### src/design/credit_fifo.sv
module credit_fifo #(
    parameter type item_t = logic [7:0],
    parameter int  DEPTH  = 16,
    localparam int CNT_W  = $clog2(DEPTH + 1),
    localparam int PTR_W  = (DEPTH > 1) ? $clog2(DEPTH) : 1
) (
    input  logic             clk_500MHz,
    input  logic             rst,
    input  logic             push,
    input  item_t            push_data,
    input  logic             pop,
    output item_t            pop_data,
    output logic             empty,
    output logic [CNT_W-1:0] free_count
);

    ////////////////////////////////////////////////////////////
    // Storage and pointers
    ////////////////////////////////////////////////////////////
    item_t            mem [DEPTH];
    logic [PTR_W-1:0] wr_ptr;
    logic [PTR_W-1:0] rd_ptr;
    logic [CNT_W-1:0] count;
    logic             full;

    assign empty      = (count == '0);
    assign full       = (count == CNT_W'(DEPTH));
    assign free_count = CNT_W'(DEPTH) - count;

    // Head word is always visible
    assign pop_data = mem[rd_ptr];

    always_ff @(posedge clk_500MHz) begin
        if (push) begin
            mem[wr_ptr] <= push_data;
        end
    end

    always_ff @(posedge clk_500MHz) begin
        if (rst) begin
            wr_ptr <= '0;
            rd_ptr <= '0;
            count  <= '0;
        end else begin
            if (push) begin
                wr_ptr <= (wr_ptr == PTR_W'(DEPTH - 1)) ? '0 : wr_ptr + 1'b1;
            end
            if (pop) begin
                rd_ptr <= (rd_ptr == PTR_W'(DEPTH - 1)) ? '0 : rd_ptr + 1'b1;
            end
            case ({push, pop})
                2'b10:   count <= count + 1'b1;
                2'b01:   count <= count - 1'b1;
                default: count <= count;
            endcase
        end
    end

    ////////////////////////////////////////////////////////////
    // Checks
    ////////////////////////////////////////////////////////////
    // The writer's credit accounting must keep it out of a full buffer
    assert property (@(posedge clk_500MHz) disable iff (rst) push |-> !full)
        else $error("credit_fifo push while full");

    assert property (@(posedge clk_500MHz) disable iff (rst) pop |-> !empty)
        else $error("credit_fifo pop while empty");

endmodule

### config.mk
export PLATFORM = sky130hd
export DESIGN_NAME = credit_fifo
export DESIGN_NICKNAME = d
export VERILOG_FILES = /design/src/design/credit_fifo.sv
export SDC_FILE = /design/constraint.sdc
export NUM_CORES = 1
export LEC_CHECK = 0
export BUFFER_PORTS_ARGS = -buffer_cell sky130_fd_sc_hd__buf_2
export CELL_PAD_IN_SITES_DETAIL_PLACEMENT = 0
export CELL_PAD_IN_SITES_GLOBAL_PLACEMENT = 1
export CORE_ASPECT_RATIO = 1.25
export CORE_MARGIN = 2
export CORE_UTILIZATION = 50
export CTS_BUF_LIST = sky130_fd_sc_hd__clkbuf_8
export DETAILED_ROUTE_END_ITERATION = 8
export GPL_ROUTABILITY_DRIVEN = 1
export PLACE_DENSITY = 0.85
export SLEW_MARGIN = 5
export SYNTH_ARGS = -nofsm -noshare
export SYNTH_HDL_FRONTEND = slang
export SYNTH_SLANG_ARGS = --single-unit
### constraint.sdc
create_clock -name clk_500MHz -period 5.3 [get_ports clk_500MHz]
set_input_delay 0.265 -clock clk_500MHz [delete_from_list [all_inputs] [get_ports clk_500MHz]]
set_output_delay 0.265 -clock clk_500MHz [all_outputs]
set_load 0.01 [all_outputs]
==> metrics.md <==
| Metric | Value |
|---|---|
| Status | completed |
| Initial antenna violation count | 0 |
| Core Box Area | 0.0116 mm2 |
| CTS tree | yes |
| Clock Skews | 10.8 ps |
| Hold endpoint | wr_ptr[1]$_SDFFE_PP0P_ |
| Async set or reset register ratio after synthesis | 0% |
| Drc violations | 0 |
| Post-Synthesis Cells | 319 |
| Worst reg-to-reg path cell count | 6 |
| Hold path depth | 3 |
| Synth area leader | edfxtp_1 |
| Number of buffers created by CTS | 17 |
| Least-Margin Pin Slew | 1060 ps |
| Worst Hold Launch | push |
| Setup crit end kind | output port |
| Max Fclk | 0.344 GHz |
| ANT cells | 0 |
| Unrepaired setup endpoints after global routing | false |
| Leak pwr | 2.17 nW |
| Sequential share of the synthesized area | 71.0% |
| Clock latency on the worst-skew pair | 440 ps |
| Post_cts resized | 0 |
| Max rail drop VDD | 158 uV |
| Pwr/cell area | 345 mW/mm2 |
| Nets | 370 |
| Ys flop type | edfxtp_1 |
| Seq cells post-synth | 145 |
| Largest cells by area after synthesis | edfxtp_1 65%, mux4_2 6.9%, mux4_1 6.2% |
| Place WS | 2790 ps |
| Area growth from synthesis to layout | 9.37% |
| Worst hold margin | 164 ps |
| ANT nets after route | 0 |
| Detailed Place HPWL | 6.75 mm |
| Yosys cell types | 31 |
| Hold buffers post-CTS | 0 |
| Worst r2r dst | count[4]$_SDFFE_PP0P_ |
| Total Routing Usage GR | 16.8% |
| Drt wl/cell | 20.2 um |
| Crit path DAT | 2640 ps |
| CP Class | reg -> out |
| Total wire length | 10.1 mm |
| Fillers | 891 |
| Max-slew violation count | 0 |
| Vias in the first global route | 2828 |
| # setup viols final | 0 |
| Crit path max fanout | 32 |
| Hold Vio Cnt, Final | 0 |
| Yosys warning count | 0 |
| Overall die width | 101 um |
| Total power draw | 2.22 mW |
| Vias | 2860 |
| Average size of a mapped cell | 18.5 um2 |
| Routability congestion estimate | 0.754 |
| HP Class | in -> reg |
| Setup TNS | 0 ps |
| Yosys top cell area share | 65.3% |
| Final worst slack | 2390 ps |
| Grt ovf | 0 |
| Drt pass-1 iters | 4 |
| H-tree Lvls | 4 |
| Ports | 26 |
| DRT iter0 DRCs | 174 |
| R2r setup slk | 3410 ps |
| Site row count | 44 |
| R2r startpoint | count[1]$_SDFFE_PP0P_ |
| Crit path time final | 2910 ps |
| Mapped Area | 0.00589 mm2 |
| CTS clk-pin slew, worst paths | 80 ps |
| Clock root cell | clkbuf_8 |
| Syn_nets | 341 |
| Die Ht | 125 um |
| Startpoint Class | flop |
| Pin count of the biggest net entering global routing | 33 |
| Placed cells | 467 |
| Synth cell count leaders | 128 x edfxtp_1, 18 x mux4_2, 17 x a22oi_1, 17 x and2_1, 17 x dfxtp_1 |
| Finished Layout Cells | 499 |
| DR vias/cell | 5.73 |
| Share of cells above drive strength 1 | 21.9% |
| Port bufs | 25 |
| Slew Limit Headroom | 29.4% |
| Required time worst endpoint | 5040 ps |
| Post-synth EDFFs | 128 |
| First-pass GRT wire length | 15.5 mm |
| Maximum Capacitance Violations | 0 |
| Clk buf depth | 2 |
| Final Cycle Share | 54.9% |
| Most frequent cell after synthesis | edfxtp_1 |
| CTS Sinks | 145 |
| Die area | 0.0127 mm2 |
| Postcts setup bufs | 0 |
| Initial Utilization | 50.9% |
## how the worst max path moves through the flow
stage,from,end,slack [ps]
after floorplan,push,count[4]$_SDFFE_PP0P_,3250
after detailed placement,flop,pop_data[7],2790
after global routing,flop,pop_data[7],2210
after CTS,flop,pop_data[7],2290
after global placement,flop,pop_data[7],2770
final,flop,pop_data[7],2390
## cell type report
| cell class | count | area (um2) | share of cell area [%] |
|---|---|---|---|
| inverter | 7 | 26.3 | 0.408 |
| clock inverter | 15 | 125 | 1.94 |
| multi-input combinational | 151 | 1570 | 24.3 |
| timing repair buffer | 26 | 133 | 2.06 |
| clock buffer | 17 | 234 | 3.63 |
| sequential | 145 | 4190 | 65.0 |
| tap | 138 | 173 | 2.68 |
## critical path, stage by stage, from the launching register on
cell and delay [ps]:
dfxtp_2 1030, mux4_1 650, a22oi_1 290, nand2_1 80
buf_2 140
## metrics by stage
stage	cell area, um2	utilization [%]
2_1_floorplan	5890	-
3_3_place_gp	6080	52.6
3_5_place_dp	6080	52.6
4_1_cts	6440	55.7
5_1_grt	6440	55.7
6_report	6440	55.7
## cells by family (layout without fill, tap and decap cells)
kind of cell / after synthesis / after routing / share of synthesized area [%]
AO/OA/AOI/OAI: 32 / 32 / 3.61
multiplexers: 39 / 39 / 14.4
adder cells (fa/ha/maj): 10 / 10 / 2.12
buffers and inverters: 23 / 65 / 2.38
flip-flops: 145 / 145 / 71.0
AND/OR/NAND/NOR: 63 / 63 / 5.42
XOR/XNOR: 7 / 7 / 1.04
## routing by layer
layer | vias up | GRT usage (%) | part of all wire [%]
met5 | - | 0 | 0
met4 | 0 | 5.72 | 1.0
met3 | 9 | 4.58 | 3.8
met2 | 68 | 28.0 | 52
met1 | 1448 | 21.4 | 43
li1 | 1335 | - | -
## sequential cells by signal, indices dropped and copies added, names as in the netlist, named ones only
signal	cells
wr_ptr	4
mem	128
rd_ptr	4
count	5
## report_power, final
part           internal [mW]  leakage [nW]  total [mW]  switching [mW]
Sequential              1.26          1.30        1.28          0.0230
Combinational         0.0837         0.706       0.176          0.0925
Clock                  0.335         0.171       0.763           0.429
Total                   1.68          2.17        2.22           0.544
## placed cells by master (no fill, tap or decap), types with 2 or more instances in the layout
cell	Yosys	final
a22oi_1	17	17
xnor2_1	2	2
nand2_1	15	15
dfxtp_1	17	16
ha_1	10	10
nor2_1	14	14
inv_6	0	4
clkbuf_8	0	17
nor2b_1	5	5
mux2i_1	4	4
nor3b_1	2	2
inv_8	0	2
a21oi_1	7	7
clkinvlp_4	0	5
or3_1	3	3
mux2_2	3	3
inv_1	7	8
edfxtp_1	128	128
nand3_1	3	3
mux4_1	14	14
clkinv_4	0	3
buf_2	4	25
and2_1	17	17
a31oi_1	2	2
nor3_1	2	2
mux4_2	18	18
o21ai_0	4	4
xor2_1	5	5
Note: power is estimated with default switching activity, not from simulation.
