`src/design/quad_config.svh`:
```
`ifndef QUAD_CONFIG_SVH
`define QUAD_CONFIG_SVH

////////////////////////////////////////////////////////////
// Lane organization
////////////////////////////////////////////////////////////
`define NUM_AWE         2
`define NUM_CE_PER_AWE  2
`define NUM_LANES       (`NUM_AWE * `NUM_CE_PER_AWE)

////////////////////////////////////////////////////////////
// Datapath widths
////////////////////////////////////////////////////////////
`define PIXEL_WIDTH     16
// Two guard bits cover the sum of three pixels
`define SUM_WIDTH       18

////////////////////////////////////////////////////////////
// Memory and buffer sizing
////////////////////////////////////////////////////////////
`define MAX_COLS        64
`define COL_WIDTH       6
`define PFB_DEPTH       16
`define OUT_DEPTH       8

`endif

```
`src/design/quad_pkg.sv`:
```
`include "quad_config.svh"

package quad_pkg;

    ////////////////////////////////////////////////////////////
    // Pixel and sum words
    ////////////////////////////////////////////////////////////
    typedef logic [`PIXEL_WIDTH-1:0] pixel_t;
    typedef logic [`SUM_WIDTH-1:0]   sum_t;

    // Lane 0 sits in the low bits
    typedef pixel_t [`NUM_LANES-1:0] lane_pixels_t;
    typedef sum_t   [`NUM_LANES-1:0] lane_sums_t;

    ////////////////////////////////////////////////////////////
    // Controller states
    ////////////////////////////////////////////////////////////
    // One-hot encoding
    typedef enum logic [3:0] {
        ST_IDLE               = 4'b0001,
        ST_AWE_CE_PRIM_BUFFER = 4'b0010,
        ST_WAIT_PFB_LOAD      = 4'b0100,
        ST_AWE_CE_ACTIVE      = 4'b1000
    } quad_state_t;

endpackage

```
`src/design/quad_bram_ctrl.sv`:
```
`include "quad_config.svh"

module quad_bram_ctrl
    import quad_pkg::*;
#(
    localparam int OUT_CNT_W    = $clog2(`OUT_DEPTH + 1),
    localparam int CREDIT_WIDTH = 16
) (
    input  logic                  clk_500MHz,
    input  logic                  rst,
    input  logic                  config_wren,
    input  logic [31:0]           config_data,
    input  logic                  start,
    output logic                  busy,
    input  logic                  pfb_empty,
    output logic                  pfb_rden,
    input  logic [OUT_CNT_W-1:0]  out_free,
    input  logic                  out_empty,
    output logic                  out_rden,
    input  logic                  to_network_credit,
    output logic [`COL_WIDTH-1:0] input_col,
    output logic                  emit
);

    ////////////////////////////////////////////////////////////
    // Configuration registers
    ////////////////////////////////////////////////////////////
    logic [15:0] num_cols_cfg;
    logic [15:0] num_rows_cfg;

    always_ff @(posedge clk_500MHz) begin
        if (rst) begin
            num_cols_cfg <= '0;
            num_rows_cfg <= '0;
        end else if (config_wren) begin
            num_cols_cfg <= config_data[15:0];
            num_rows_cfg <= config_data[31:16];
        end
    end

    ////////////////////////////////////////////////////////////
    // State machine and raster counters
    ////////////////////////////////////////////////////////////
    quad_state_t state;
    quad_state_t state_next;
    logic [15:0] input_row;
    logic        last_col;
    logic        last_row;

    assign last_col = (16'(input_col) == num_cols_cfg - 16'd1);
    assign last_row = (input_row == num_rows_cfg - 16'd1);
    assign busy     = (state != ST_IDLE);

    // Room for this word plus the one still in the sum register
    assign pfb_rden = (state == ST_AWE_CE_ACTIVE) && !pfb_empty
                      && (out_free >= OUT_CNT_W'(2));

    // First two rows only prime the line memories
    assign emit = pfb_rden && (input_row >= 16'd2);

    always_comb begin
        state_next = state;
        case (state)
            ST_IDLE: begin
                if (start) begin
                    state_next = ST_AWE_CE_PRIM_BUFFER;
                end
            end
            ST_AWE_CE_PRIM_BUFFER: begin
                state_next = ST_WAIT_PFB_LOAD;
            end
            ST_WAIT_PFB_LOAD: begin
                if (!pfb_empty) begin
                    state_next = ST_AWE_CE_ACTIVE;
                end
            end
            ST_AWE_CE_ACTIVE: begin
                if (pfb_rden && last_col && last_row) begin
                    state_next = ST_IDLE;
                end
            end
            default: begin
                state_next = ST_IDLE;
            end
        endcase
    end

    always_ff @(posedge clk_500MHz) begin
        if (rst) begin
            state     <= ST_IDLE;
            input_row <= '0;
            input_col <= '0;
        end else begin
            state <= state_next;
            if (state == ST_AWE_CE_PRIM_BUFFER) begin
                input_row <= '0;
                input_col <= '0;
            end else if (pfb_rden) begin
                if (last_col) begin
                    input_col <= '0;
                    input_row <= input_row + 16'd1;
                end else begin
                    input_col <= input_col + 1'b1;
                end
            end
        end
    end

    ////////////////////////////////////////////////////////////
    // Output credits
    ////////////////////////////////////////////////////////////
    logic [CREDIT_WIDTH-1:0] credit_count;

    assign out_rden = !out_empty && (credit_count != '0);

    always_ff @(posedge clk_500MHz) begin
        if (rst) begin
            credit_count <= '0;
        end else begin
            case ({to_network_credit, out_rden})
                2'b10:   credit_count <= credit_count + 1'b1;
                2'b01:   credit_count <= credit_count - 1'b1;
                default: credit_count <= credit_count;
            endcase
        end
    end

    // A grant into a saturated counter would be lost
    assert property (@(posedge clk_500MHz) disable iff (rst)
        (to_network_credit && !out_rden) |-> (credit_count != '1))
        else $error("quad_bram_ctrl output credit counter overflow");

endmodule

```
`config.mk`:
```
export PLATFORM = sky130hd
export DESIGN_NAME = quad_bram_ctrl
export DESIGN_NICKNAME = d
export VERILOG_FILES = /design/src/design/quad_pkg.sv /design/src/design/quad_bram_ctrl.sv
export VERILOG_INCLUDE_DIRS = /design/src /design/src/design
export SDC_FILE = /design/constraint.sdc
export NUM_CORES = 1
export LEC_CHECK = 0
export CORE_MARGIN = 1
export CORE_UTILIZATION = 55
export CTS_BUF_LIST = sky130_fd_sc_hd__clkbuf_8 sky130_fd_sc_hd__clkbuf_16
export CTS_CLUSTER_SIZE = 30
export DETAILED_ROUTE_END_ITERATION = 7
export DONT_BUFFER_PORTS = 1
export GPL_TIMING_DRIVEN = 0
export PLACE_DENSITY = 0.7
export SLEW_MARGIN = 30
export SYNTH_ARGS = -nofsm -noshare
export SYNTH_HDL_FRONTEND = slang
export SYNTH_SLANG_ARGS = --single-unit
```
`constraint.sdc`:
```
create_clock -name clk_500MHz -period 4.4 [get_ports clk_500MHz]
set_input_delay 0.88 -clock clk_500MHz [delete_from_list [all_inputs] [get_ports clk_500MHz]]
set_output_delay 0.88 -clock clk_500MHz [all_outputs]
set_load 0.01 [all_outputs]
```
==> run metrics <==
Post-CTS Setup Inserts 0; CTS root buffer clkbuf_8; most common cell after layout, fill and taps aside dfxtp_1; EDFF count, synth 0; cts repair resizes 0; ys async rst share 0%; Final Max Slew Viols 0; # fillers 742; TritonCTS clock tree built; VDD IR-drop max roughly 0.30 mV; clk sinks 74; Ant. Diodes 0; crit path DAT 4.12 ns; RSZ-0062 raised after global routing no; synthesized area 0.00463 mm²; final count of negative-setup-slack endpoints 0; Worst-path clk slew 0.08 ns; share of post-route cells with drive strength above 1 6.12%; Initial Utilization 56.6%; synthesized area per cell 8.31 µm²; Place WS 0.283 ns; Slew headroom a little under half; Worst setup EP type flop; Hold Worst Slack about 0.5 ns; Post-Syn Nets 621; max-capacitance violation count 0; r2r setup slk 0.51 ns; fin crit share approximately nine tenths; pwr dens 456 mW/mm²; post-route setup TNS 0 ns; Seq pwr share 36.5%; Hold Fails Final Rpt 0; post-synthesis register bit count 74; top_reg_cell synth dfxtp_1; P_leak 1.94 nW; Initial DRC Count 127; DRT Wirelength 10,800 µm; Die Wd 93.8 µm; vias per std cell 6.07; final non-filler cell total 677; total track usage 26.0%; Clock Latency Late Sink approximately 0.34 ns; gr ovfl total 0; kind of critical path reg -> reg; Pre-antenna DRT Iters 4; post-route cell area 0.00501 mm²; largest net degree at the start of global routing 19; Layout Nets 632; setup ws final 0.507 ns; Mapped Cells approximately 560; Pwr Total 2.28 mW; Hold-fix buffers, CTS 0; post-synth cell types 67; Tightest Hold Check Type reg -> reg; initial antenna violation count 0; post-DP HPWL just over 8000 µm; Least-Margin Pin Slew a little under 0.8 ns; IO buf count 0; CP startpoint kind flop; NetSw 0.799 mW; Final min period around 3.9 ns; die area approximately 0.0088 mm²; Cell Int Power between 1 and 1.5 mW; Synth Warn # 0; CTS Buf Count 9; fmax 257 MHz; sequential fraction of the synthesis area a little under a third; P&R area growth vs syn 8.16%; WP data required between 4 and 5 ns; global-route wire length before repair 18,200 µm; CTS Buffer Depth 2; Switching Fraction 35.0%; via count 4,112; most frequent cells in the layout dfxtp_1, nor2_1, mux2i_1, a21oi_1, nand2_1; drt wl/cell 16.0 µm; Clock Power Share roughly 28%; die height roughly 94 µm; Ports 53; post-route ant nets 0; Critical Path Fanout Max 18; dpl cells about 660; H-Tree Depth 3; skew final between 0.007 and 0.008 ns; Post-route DRC 0; status completed; number of global-route vias before repair between 3,000 and 4,000; Core Box Area 0.00818 mm²; Final Util 61.3%; Post-DP Area 0.00476 mm²; Cell Rows 33; Comb power frac between 30% and 40%; Placer Congestion between 0.8 and 0.9
-- metal layers --
layer / track usage (%) / share of wire (%) / routed length (µm)
met1: 33.1 / 45 / 4920
met2: 44.8 / 49 / 5340
met3: 4.05 / 4.1 / 441
met4: 8.33 / 1.4 / 147
met5: 0 / 0 / 0
-- layout make-up --
cell class	instances	area, µm²	area share [%]
clock inverters	5	103	2.05
well taps	105	131	2.62
clock buffers	10	138	2.75
flip-flops and latches	74	1480	29.6
plain buffers	30	125	2.50
inverters	17	63.8	1.27
multi-input cells	436	2970	59.2
-- path summary, 6_finish.rpt --
path	startpoint	end	cells after the start
min	credit_count[12]$_SDFFE_PP0P_	credit_count[12]$_SDFFE_PP0P_	2
min reg2reg	credit_count[12]$_SDFFE_PP0P_	credit_count[12]$_SDFFE_PP0P_	2
max	credit_count[0]$_SDFFE_PP0P_	credit_count[15]$_SDFFE_PP0P_	11
max reg2reg	credit_count[0]$_SDFFE_PP0P_	credit_count[15]$_SDFFE_PP0P_	11
-- Yosys cell counts (all sizes together) (3+ instances only) --
library cell  instances  area [µm²]
a31oi                 3        18.8
mux2i                38         380
o21bai                3        22.5
clkbuf               18        67.6
xnor2                21         184
a21o                  3        22.5
a211oi                6        45.0
a21oi                37         185
or2                   6        37.5
nor3b                 4        41.3
nor3                 20         100
nand3                13        65.1
and3                  6        37.5
or4                   9        75.1
ha                   20         250
or4b                  4        43.8
xor2                 17         149
buf                  12        57.6
dfxtp                74        1480
o31ai                10        75.1
nand2b                4        25.0
nor4                 20         140
o2111ai               3        26.3
or3                  15        93.8
inv                  17        63.8
nand4                 8        50.1
nand2                35         131
nor2                 67         251
nor4b                 4        41.3
o211ai                5        37.5
nor2b                 5        31.3
o21ai                18        90.1
-- power groups by stage --
stage               sequential [mW]  clock, mW  combinational [mW]
global route                  0.847      0.678               0.904
finish                        0.834      0.647               0.801
detailed placement            0.847          0               0.796
floorplan                     0.825          0               0.656
global placement              0.846          0               0.778
CTS                           0.833      0.652               0.801
-- worst max-delay path: stages (launching register included) --
cell and delay [ns]:
dfxtp_1 0.45, nor4_1 0.12, a41oi_1 0.40, ha_1 0.72, ha_1 0.37, a211oi_1 0.30
o21ai_0 0.19, nand4_1 0.15, a21oi_1 0.11, or2_2 0.32, a311oi_1 0.31, mux2_2 0.36
-- cells by family (layout without fill, tap and decap cells) --
| kind of cell | Yosys count | count (layout) | share of synthesized area, % |
|---|---|---|---|
| fa+ha+maj | 21 | 21 | 5.84 |
| compound gates | 108 | 108 | 15.2 |
| mux | 40 | 40 | 8.70 |
| xor+xnor | 39 | 39 | 7.70 |
| buf+inv | 47 | 62 | 4.08 |
| simple gates | 228 | 228 | 26.5 |
| flops | 74 | 74 | 32.0 |
-- state kept, by name (all words and copies together) (netlist names) --
signal	flops
credit_count	16
input_row	16
num_cols_cfg	16
num_rows_cfg	16
input_col	6
state	4
Note: power is estimated with default switching activity, not from simulation.
